===== src/hw/tlb_pkg.sv =====
`default_nettype none

package tlb_pkg;

    typedef logic [31:0] vaddr_t;
    typedef logic [31:0] paddr_t;
    typedef logic [9:0]  asid_t;
    typedef logic [18:0] vppn_t;
    typedef logic [19:0] ppn_t;
    typedef logic [36:0] tlb_cmp_t;
    typedef logic [25:0] tlb_trans_t;
    typedef logic [1:0]  fault_t;
    typedef logic [1:0]  mgmt_op_t;
    typedef logic [4:0]  inv_op_t;

    // Compare part field offsets, E ASID G PS VPPN from the top
    localparam int CMP_E    = 36;
    localparam int CMP_ASID = 26;
    localparam int CMP_G    = 25;
    localparam int CMP_PS   = 19;
    localparam int CMP_VPPN = 0;

    // Translation part field offsets, V D MAT PLV PPN from the top
    localparam int TRANS_V   = 25;
    localparam int TRANS_D   = 24;
    localparam int TRANS_MAT = 22;
    localparam int TRANS_PLV = 20;
    localparam int TRANS_PPN = 0;

    localparam logic [5:0] PS_4K      = 6'd12;
    localparam logic [5:0] PS_4M      = 6'd22;
    localparam logic [1:0] MAT_CACHED = 2'd1;

    localparam fault_t FAULT_NONE    = 2'd0;
    localparam fault_t FAULT_REFILL  = 2'd1;
    localparam fault_t FAULT_INVALID = 2'd2;
    localparam fault_t FAULT_MODIFY  = 2'd3;

    localparam mgmt_op_t OP_WRITE      = 2'd0;
    localparam mgmt_op_t OP_SEARCH     = 2'd1;
    localparam mgmt_op_t OP_INVALIDATE = 2'd2;

    localparam inv_op_t INV_ALL         = 5'd0;
    localparam inv_op_t INV_ALL_ALT     = 5'd1;
    localparam inv_op_t INV_GLOBAL      = 5'd2;
    localparam inv_op_t INV_NON_GLOBAL  = 5'd3;
    localparam inv_op_t INV_ASID        = 5'd4;
    localparam inv_op_t INV_ASID_VA     = 5'd5;
    localparam inv_op_t INV_ASID_VA_ALT = 5'd6;

    function automatic logic tlb_match(input tlb_cmp_t cmp, input asid_t asid,
                                       input vppn_t vppn);
        logic asid_ok;
        logic vppn_ok;
        asid_ok = cmp[CMP_G] || (cmp[CMP_ASID +: $bits(asid_t)] == asid);
        // 4 MiB pages ignore the low 10 VPPN bits
        if (cmp[CMP_PS +: 6] == PS_4K) begin
            vppn_ok = cmp[CMP_VPPN +: $bits(vppn_t)] == vppn;
        end else if (cmp[CMP_PS +: 6] == PS_4M) begin
            vppn_ok = cmp[CMP_VPPN + 10 +: 9] == vppn[18:10];
        end else begin
            vppn_ok = 1'b0;
        end
        return cmp[CMP_E] && asid_ok && vppn_ok;
    endfunction

endpackage

`default_nettype wire


===== src/hw/tlb_entry_array.sv =====
`default_nettype none

module tlb_entry_array import tlb_pkg::*; #(
    parameter int ENTRIES = 16,
    localparam int IDX_W = $clog2(ENTRIES)
) (
    input  logic             clk,
    input  logic             rstn,

    input  logic             mgmt_valid,
    input  mgmt_op_t         mgmt_op,
    input  logic [IDX_W-1:0] mgmt_index,
    input  tlb_cmp_t         wr_cmp,
    input  tlb_trans_t       wr_even,
    input  tlb_trans_t       wr_odd,
    input  inv_op_t          inv_op,
    input  asid_t            key_asid,
    input  vppn_t            key_vppn,

    output tlb_cmp_t         entry_cmp  [ENTRIES],
    output tlb_trans_t       entry_even [ENTRIES],
    output tlb_trans_t       entry_odd  [ENTRIES]
);

    logic [ENTRIES-1:0] inv_sel;
    logic               do_write;
    logic               do_inv;

    assign do_write = mgmt_valid && (mgmt_op == OP_WRITE);
    assign do_inv   = mgmt_valid && (mgmt_op == OP_INVALIDATE);

    // Per-entry invalidate select
    for (genvar i = 0; i < ENTRIES; i++) begin : g_sel
        logic glob;
        logic asid_eq;
        logic sel;

        assign glob    = entry_cmp[i][CMP_G];
        assign asid_eq = entry_cmp[i][CMP_ASID +: $bits(asid_t)] == key_asid;

        always_comb begin
            case (inv_op)
                INV_ALL, INV_ALL_ALT: begin
                    sel = 1'b1;
                end
                INV_GLOBAL: begin
                    sel = glob;
                end
                INV_NON_GLOBAL: begin
                    sel = !glob;
                end
                INV_ASID: begin
                    sel = !glob && asid_eq;
                end
                INV_ASID_VA, INV_ASID_VA_ALT: begin
                    // Non-global, so the match already requires equal ASID
                    sel = !glob && tlb_match(entry_cmp[i], key_asid, key_vppn);
                end
                default: begin
                    sel = 1'b0;
                end
            endcase
        end

        assign inv_sel[i] = sel;
    end

    always_ff @(posedge clk or negedge rstn) begin
        if (!rstn) begin
            for (int i = 0; i < ENTRIES; i++) begin
                entry_cmp[i]  <= '0;
                entry_even[i] <= '0;
                entry_odd[i]  <= '0;
            end
        end else if (do_write) begin
            entry_cmp[mgmt_index]  <= wr_cmp;
            entry_even[mgmt_index] <= wr_even;
            entry_odd[mgmt_index]  <= wr_odd;
        end else if (do_inv) begin
            for (int i = 0; i < ENTRIES; i++) begin
                if (inv_sel[i]) begin
                    entry_cmp[i][CMP_E] <= 1'b0;
                end
            end
        end
    end

endmodule

`default_nettype wire


===== src/hw/tlb_lookup.sv =====
`default_nettype none

module tlb_lookup import tlb_pkg::*; #(
    parameter int ENTRIES = 16
) (
    input  logic       clk,
    input  logic       rstn,
    input  logic       flush,

    input  logic       in_valid,
    output logic       in_ready,
    input  vaddr_t     in_vaddr,
    input  logic       in_store,

    output logic       out_valid,
    input  logic       out_ready,
    output paddr_t     paddr,
    output logic       cached,
    output fault_t     fault,

    input  logic       pg,
    input  logic [1:0] crmd_datm,
    input  vaddr_t     dmw0,
    input  vaddr_t     dmw1,
    input  asid_t      cur_asid,

    input  tlb_cmp_t   entry_cmp  [ENTRIES],
    input  tlb_trans_t entry_even [ENTRIES],
    input  tlb_trans_t entry_odd  [ENTRIES]
);

    logic [ENTRIES-1:0] hit_vec;
    logic [5:0]         hit_ps;
    tlb_trans_t         hit_even;
    tlb_trans_t         hit_odd;

    logic               s1_valid;
    vaddr_t             s1_vaddr;
    logic               s1_store;
    logic               s1_hit;
    logic [5:0]         s1_ps;
    tlb_trans_t         s1_even;
    tlb_trans_t         s1_odd;

    logic               s1_adv;
    logic               s2_adv;
    logic               is_4k;
    tlb_trans_t         page;
    ppn_t               ppn;
    paddr_t             tlb_paddr;
    fault_t             tlb_fault;
    logic               dmw0_hit;
    logic               dmw1_hit;
    paddr_t             nxt_paddr;
    logic               nxt_cached;
    fault_t             nxt_fault;

    assign s2_adv   = !out_valid || out_ready;
    assign s1_adv   = !s1_valid || s2_adv;
    assign in_ready = s1_adv;

    for (genvar i = 0; i < ENTRIES; i++) begin : g_match
        assign hit_vec[i] = tlb_match(entry_cmp[i], cur_asid, in_vaddr[31:13]);
    end

    // At most one entry should hit, so OR-merge instead of a mux
    always_comb begin
        hit_ps   = '0;
        hit_even = '0;
        hit_odd  = '0;
        for (int i = 0; i < ENTRIES; i++) begin
            if (hit_vec[i]) begin
                hit_ps   = hit_ps | entry_cmp[i][CMP_PS +: 6];
                hit_even = hit_even | entry_even[i];
                hit_odd  = hit_odd | entry_odd[i];
            end
        end
    end

    // Page select and fault priority
    assign is_4k     = s1_ps == PS_4K;
    assign page      = (is_4k ? s1_vaddr[12] : s1_vaddr[21]) ? s1_odd : s1_even;
    assign ppn       = page[TRANS_PPN +: $bits(ppn_t)];
    assign tlb_paddr = is_4k ? {ppn, s1_vaddr[11:0]} : {ppn[19:10], s1_vaddr[21:0]};
    assign tlb_fault = !s1_hit                      ? FAULT_REFILL  :
                       !page[TRANS_V]               ? FAULT_INVALID :
                       (s1_store && !page[TRANS_D]) ? FAULT_MODIFY  : FAULT_NONE;

    assign dmw0_hit = s1_vaddr[31:29] == dmw0[31:29];
    assign dmw1_hit = s1_vaddr[31:29] == dmw1[31:29];

    always_comb begin
        nxt_fault = FAULT_NONE;
        if (!pg) begin
            nxt_paddr  = s1_vaddr;
            nxt_cached = crmd_datm == 2'd1;
        end else if (dmw0_hit) begin
            nxt_paddr  = {dmw0[27:25], s1_vaddr[28:0]};
            nxt_cached = dmw0[4];
        end else if (dmw1_hit) begin
            nxt_paddr  = {dmw1[27:25], s1_vaddr[28:0]};
            nxt_cached = dmw1[4];
        end else begin
            nxt_fault  = tlb_fault;
            nxt_paddr  = (tlb_fault == FAULT_NONE) ? tlb_paddr : '0;
            nxt_cached = (tlb_fault == FAULT_NONE) && (page[TRANS_MAT +: 2] == MAT_CACHED);
        end
    end

    always_ff @(posedge clk or negedge rstn) begin
        if (!rstn) begin
            s1_valid  <= 1'b0;
            out_valid <= 1'b0;
        end else if (flush) begin
            s1_valid  <= 1'b0;
            out_valid <= 1'b0;
        end else begin
            if (s1_adv) begin
                s1_valid <= in_valid;
            end
            if (s2_adv) begin
                out_valid <= s1_valid;
            end
        end
    end

    always_ff @(posedge clk) begin
        if (in_valid && in_ready) begin
            s1_vaddr <= in_vaddr;
            s1_store <= in_store;
            s1_hit   <= |hit_vec;
            s1_ps    <= hit_ps;
            s1_even  <= hit_even;
            s1_odd   <= hit_odd;
        end
        // Response held until it transfers
        if (s2_adv && s1_valid) begin
            paddr  <= nxt_paddr;
            cached <= nxt_cached;
            fault  <= nxt_fault;
        end
    end

endmodule

`default_nettype wire


===== src/hw/tlb_search.sv =====
`default_nettype none

module tlb_search import tlb_pkg::*; #(
    parameter int ENTRIES = 16,
    localparam int IDX_W = $clog2(ENTRIES)
) (
    input  logic             clk,
    input  logic             rstn,

    input  logic             mgmt_valid,
    input  mgmt_op_t         mgmt_op,
    input  asid_t            key_asid,
    input  vppn_t            key_vppn,
    input  tlb_cmp_t         entry_cmp [ENTRIES],

    output logic             srch_valid,
    output logic             srch_hit,
    output logic [IDX_W-1:0] srch_index
);

    logic [ENTRIES-1:0] match_vec;
    logic [IDX_W-1:0]   first_idx;
    logic               do_search;

    assign do_search = mgmt_valid && (mgmt_op == OP_SEARCH);

    for (genvar i = 0; i < ENTRIES; i++) begin : g_match
        assign match_vec[i] = tlb_match(entry_cmp[i], key_asid, key_vppn);
    end

    // Lowest index wins, zero on a miss
    always_comb begin
        first_idx = '0;
        for (int i = ENTRIES - 1; i >= 0; i--) begin
            if (match_vec[i]) begin
                first_idx = IDX_W'(i);
            end
        end
    end

    always_ff @(posedge clk or negedge rstn) begin
        if (!rstn) begin
            srch_valid <= 1'b0;
        end else begin
            srch_valid <= do_search;
        end
    end

    always_ff @(posedge clk) begin
        if (do_search) begin
            srch_hit   <= |match_vec;
            srch_index <= first_idx;
        end
    end

endmodule

`default_nettype wire


===== src/hw/tlb_top.sv =====
`default_nettype none

module tlb_top import tlb_pkg::*; #(
    parameter int ENTRIES = 16,
    localparam int IDX_W = $clog2(ENTRIES)
) (
    input  logic             clk,
    input  logic             rstn,
    input  logic             flush,

    // Data-side translation
    input  logic             in_valid,
    output logic             in_ready,
    input  vaddr_t           in_vaddr,
    input  logic             in_store,
    output logic             out_valid,
    input  logic             out_ready,
    output paddr_t           paddr,
    output logic             cached,
    output fault_t           fault,

    // Mode inputs
    input  logic             pg,
    input  logic [1:0]       crmd_datm,
    input  vaddr_t           dmw0,
    input  vaddr_t           dmw1,
    input  asid_t            cur_asid,

    // Management
    input  logic             mgmt_valid,
    input  mgmt_op_t         mgmt_op,
    input  logic [IDX_W-1:0] mgmt_index,
    input  tlb_cmp_t         wr_cmp,
    input  tlb_trans_t       wr_even,
    input  tlb_trans_t       wr_odd,
    input  inv_op_t          inv_op,
    input  asid_t            key_asid,
    input  vppn_t            key_vppn,

    output logic             srch_valid,
    output logic             srch_hit,
    output logic [IDX_W-1:0] srch_index
);

    tlb_cmp_t   entry_cmp  [ENTRIES];
    tlb_trans_t entry_even [ENTRIES];
    tlb_trans_t entry_odd  [ENTRIES];

    tlb_entry_array #(
        .ENTRIES(ENTRIES)
    ) entry_array_i (
        .clk       (clk),
        .rstn      (rstn),
        .mgmt_valid(mgmt_valid),
        .mgmt_op   (mgmt_op),
        .mgmt_index(mgmt_index),
        .wr_cmp    (wr_cmp),
        .wr_even   (wr_even),
        .wr_odd    (wr_odd),
        .inv_op    (inv_op),
        .key_asid  (key_asid),
        .key_vppn  (key_vppn),
        .entry_cmp (entry_cmp),
        .entry_even(entry_even),
        .entry_odd (entry_odd)
    );

    tlb_lookup #(
        .ENTRIES(ENTRIES)
    ) lookup_i (
        .clk       (clk),
        .rstn      (rstn),
        .flush     (flush),
        .in_valid  (in_valid),
        .in_ready  (in_ready),
        .in_vaddr  (in_vaddr),
        .in_store  (in_store),
        .out_valid (out_valid),
        .out_ready (out_ready),
        .paddr     (paddr),
        .cached    (cached),
        .fault     (fault),
        .pg        (pg),
        .crmd_datm (crmd_datm),
        .dmw0      (dmw0),
        .dmw1      (dmw1),
        .cur_asid  (cur_asid),
        .entry_cmp (entry_cmp),
        .entry_even(entry_even),
        .entry_odd (entry_odd)
    );

    tlb_search #(
        .ENTRIES(ENTRIES)
    ) search_i (
        .clk       (clk),
        .rstn      (rstn),
        .mgmt_valid(mgmt_valid),
        .mgmt_op   (mgmt_op),
        .key_asid  (key_asid),
        .key_vppn  (key_vppn),
        .entry_cmp (entry_cmp),
        .srch_valid(srch_valid),
        .srch_hit  (srch_hit),
        .srch_index(srch_index)
    );

endmodule

`default_nettype wire


===== config.mk =====
export PLATFORM = sky130hd
export DESIGN_NAME = tlb_top
export DESIGN_NICKNAME = d
export VERILOG_FILES = /design/src/hw/tlb_pkg.sv /design/src/hw/tlb_entry_array.sv /design/src/hw/tlb_lookup.sv /design/src/hw/tlb_search.sv /design/src/hw/tlb_top.sv
export SDC_FILE = /design/constraint.sdc
export NUM_CORES = 2
export LEC_CHECK = 0
export ABC_CLOCK_PERIOD_IN_PS = 4600
export BUFFER_PORTS_ARGS = -buffer_cell sky130_fd_sc_hd__buf_4
export CORE_MARGIN = 4
export CORE_UTILIZATION = 55
export DETAILED_ROUTE_END_ITERATION = 8
export PLACE_DENSITY = 0.72
export SLEW_MARGIN = 20
export SYNTH_ARGS = -nofsm -noshare
export SYNTH_HDL_FRONTEND = slang
export SYNTH_SLANG_ARGS = --single-unit

===== constraint.sdc =====
create_clock -name clk -period 4.6 [get_ports clk]
set_input_delay 0.92 -clock clk [delete_from_list [all_inputs] [get_ports clk]]
set_output_delay 0.92 -clock clk [all_outputs]
set_load 0.005 [all_outputs]

==> metrics <==
Layout Nets 5,792; FF+latch count, synth 1,491; r2r startpoint entry_array_i.entry_cmp[352]$_DFFE_PN0P_; initial antenna violation count 14; final max-slew violation count 0; layout cells sized above 1 0.327; final WL 227,000 um; vias in the first global route 49,100; worst-path fanout max 24; Initial DRC Count 4,383; FF/Latch Area 0.0380 sq mm; cts bufs inserted 157; FMAX 0.298 GHz; PwrDens 412 mW/mm^2; synthesized instance count 5,470; Final Instance Area 0.0811 sq mm; row count 132; Fin Setup TNS 0 ns; final hold viol count 0; Synth area leader dfrtp_1; Slew @ Worst Pin 1.19 ns; RR Endpoint lookup_i.s1_odd[17]$_DFFE_PP_; CP Data Required Time 5.11 ns; Final Cycle Share 0.729; number of setup buffers added after CTS 0; critical path depth in cells 8; Vias/cell 6.53; post-cts sizing count 0; DRC Markers 0; core region area 0.130 sq mm; RSZ-0062 raised after global routing no; clk_skew 0.0323 ns; first-pass GRT wire length 334,000 um; synthesized cell area 0.0721 sq mm; number of setup violations in the final report 0; All-Layer GR Usage 0.331; CTS tree done; Post-synth EDFFs 128; Crit Path Class flop to flop; Root Driver clkbuf_16; final core utilization 0.625; Ports 288; via count 48,500; die area 0.137 sq mm; post-DR wirelength/cell 30.6 um; cell family with most CP delay simple AND/OR/NAND/NOR gates; DP Area 0.0758 sq mm; CP cell instances nor3b_1 -> nand2_1 -> a21oi_1 -> nor4_4 -> buf_12 -> a22o_1 -> a221oi_1 -> nand4_1; ANT nets after route 0; port bufs 233; Period minus WS final 3.36 ns; Die Span Y 370 um; Starting Density 0.555; Synth Flop Type dfrtp_1; H-Tree Depth 4; yosys warns 0; Hold-fix buffers, CTS 0; DP Wirelength 133,000 um; GR Overflow Total 0; Leakage 37.0 nW; largest net degree at the start of global routing 143; ys async rst share 0.914; clock sinks 1,491; Seq/Total Area, Yosys 0.527; Setup crit end kind flop; R2R Setup Slk 1.24 ns; DIE WIDTH 370 um; commonest non-fill, non-tap cell in the layout dfrtp_1; max_cap viols 0; routability cong. 0.906; Buf/Inv on CP 1; final hold slack 0.0794 ns; Cell variety after synth 66; Area Overhead vs Synth 12.5%; Syn Area/Cell 13.2 sq um; Synth area leaders dfrtp_1, mux2_2, xor2_1, edfxtp_1, xnor2_1; Clk Latency, worst-skew pair 0.79 ns; outcome finished clean; Crit-path slowest cell a21oi_1; critical path's largest stage delay 0.66 ns; worst hold path class input pin to async pin; Reg clk slew, reported paths 0.06 ns; CP Launch Type flop; area share of the largest cell type after synthesis 0.473; clock buffer depth 3; worst vdd ir 0.000404 V; Multi-input gate area 0.0322 sq mm; Slew HR 0.203; fillcell total 10,100; most frequent cells in the layout dfrtp_1, mux2_2, xor2_1; path depth of the worst reg2reg path 8; Initial DRT Pass Iterations 5; CP arrival 3.87 ns
-- flip-flops by register name, indices dropped and copies added (netlist names) --
register and count:
entry_array_i.entry_cmp 592, entry_array_i.entry_even 384, entry_array_i.entry_odd 384, lookup_i.cached 1, lookup_i.fault 2, lookup_i.out_valid 1
lookup_i.paddr 32, lookup_i.s1_even 24, lookup_i.s1_hit 1, lookup_i.s1_odd 24, lookup_i.s1_ps 6, lookup_i.s1_store 1
lookup_i.s1_vaddr 32, lookup_i.s1_valid 1, search_i.srch_hit 1, search_i.srch_index 4, search_i.srch_valid 1
-- report_power, final --
group	leakage [nW]	switching, mW	total [mW]	internal, mW
Combinational	15.0	2.06	4.24	2.18
Sequential	19.4	1.23	16.2	14.9
Clock	2.59	5.43	13.0	7.61
Total	37.0	8.72	33.5	24.7
-- cell type report --
type / count / share of cell area
clock inverter: 51 / 0.00830
timing repair buffer: 363 / 0.0420
clock buffer: 239 / 0.0568
multi-input combinational: 3521 / 0.397
inverter: 13 / 0.000602
tap: 1742 / 0.0269
sequential: 1491 / 0.468
antenna: 13 / 0.000401
-- cell usage after synthesis, types with 6 or more instances --
| cell | number |
|---|---|
| xnor2_1 | 374 |
| nand3_1 | 44 |
| mux2i_1 | 31 |
| buf_6 | 16 |
| inv_1 | 13 |
| nor2b_1 | 21 |
| nor3_1 | 37 |
| o21ai_0 | 19 |
| clkbuf_1 | 218 |
| nand2b_1 | 9 |
| a221oi_1 | 152 |
| xor2_1 | 561 |
| a22oi_1 | 99 |
| mux2_1 | 122 |
| nand4_1 | 138 |
| o31ai_1 | 8 |
| buf_4 | 28 |
| a41oi_1 | 14 |
| a211oi_1 | 13 |
| nor4_2 | 7 |
| a22o_1 | 152 |
| a31oi_1 | 15 |
| and3b_1 | 10 |
| and3_1 | 28 |
| buf_1 | 17 |
| o21ai_1 | 12 |
| nand2_1 | 73 |
| nor2_1 | 68 |
| nor4_1 | 130 |
| a21oi_1 | 50 |
| dfrtp_1 | 1363 |
| buf_2 | 167 |
| nor3b_1 | 33 |
| mux2_2 | 1218 |
| nand3b_1 | 7 |
| o211ai_1 | 13 |
| nor4_4 | 6 |
| o211a_1 | 7 |
| edfxtp_1 | 128 |
-- per-layer routing --
layer / GRT usage / wire (um) / up-vias
met5: 0 / 34 / -
met4: 0.139 / 10300 / 6
met3: 0.0671 / 20300 / 545
met2: 0.507 / 103000 / 2234
met1: 0.461 / 94000 / 25700
li1: - / - / 20100
-- metrics by stage --
stage                     worst slack [ns]  instances  total power [mW]
after floorplan                       1.01       5471              19.0
after global placement               0.692       7129              20.3
after detailed placement             0.703       7129              20.6
after CTS                             1.27       7419              33.5
after global routing                  1.21       7427              34.7
final                                 1.24       7433              33.5
-- worst max path at each step --
stage / startpoint / to / slack [ns]
after floorplan: out_ready / lookup_i.s1_even[0]$_DFFE_PP_ / 1.01
after global placement: cur_asid[9] / lookup_i.s1_even[18]$_DFFE_PP_ / 0.69
after detailed placement: cur_asid[9] / lookup_i.s1_even[18]$_DFFE_PP_ / 0.70
after CTS: entry_array_i.entry_cmp[352]$_DFFE_PN0P_ / lookup_i.s1_odd[17]$_DFFE_PP_ / 1.27
after global routing: cur_asid[8] / lookup_i.s1_even[25]$_DFFE_PP_ / 1.21
final: entry_array_i.entry_cmp[352]$_DFFE_PN0P_ / lookup_i.s1_odd[17]$_DFFE_PP_ / 1.24
-- cells by family after synthesis --
kind of cell / synth area share
buffers and inverters: 0.0299
other: 0.0000520
multiplexers: 0.214
XOR/XNOR: 0.114
AND/OR/NAND/NOR: 0.0513
flip-flops: 0.527
AO/OA/AOI/OAI: 0.0649
No activity file was read; power rests on OpenSTA's default activity.
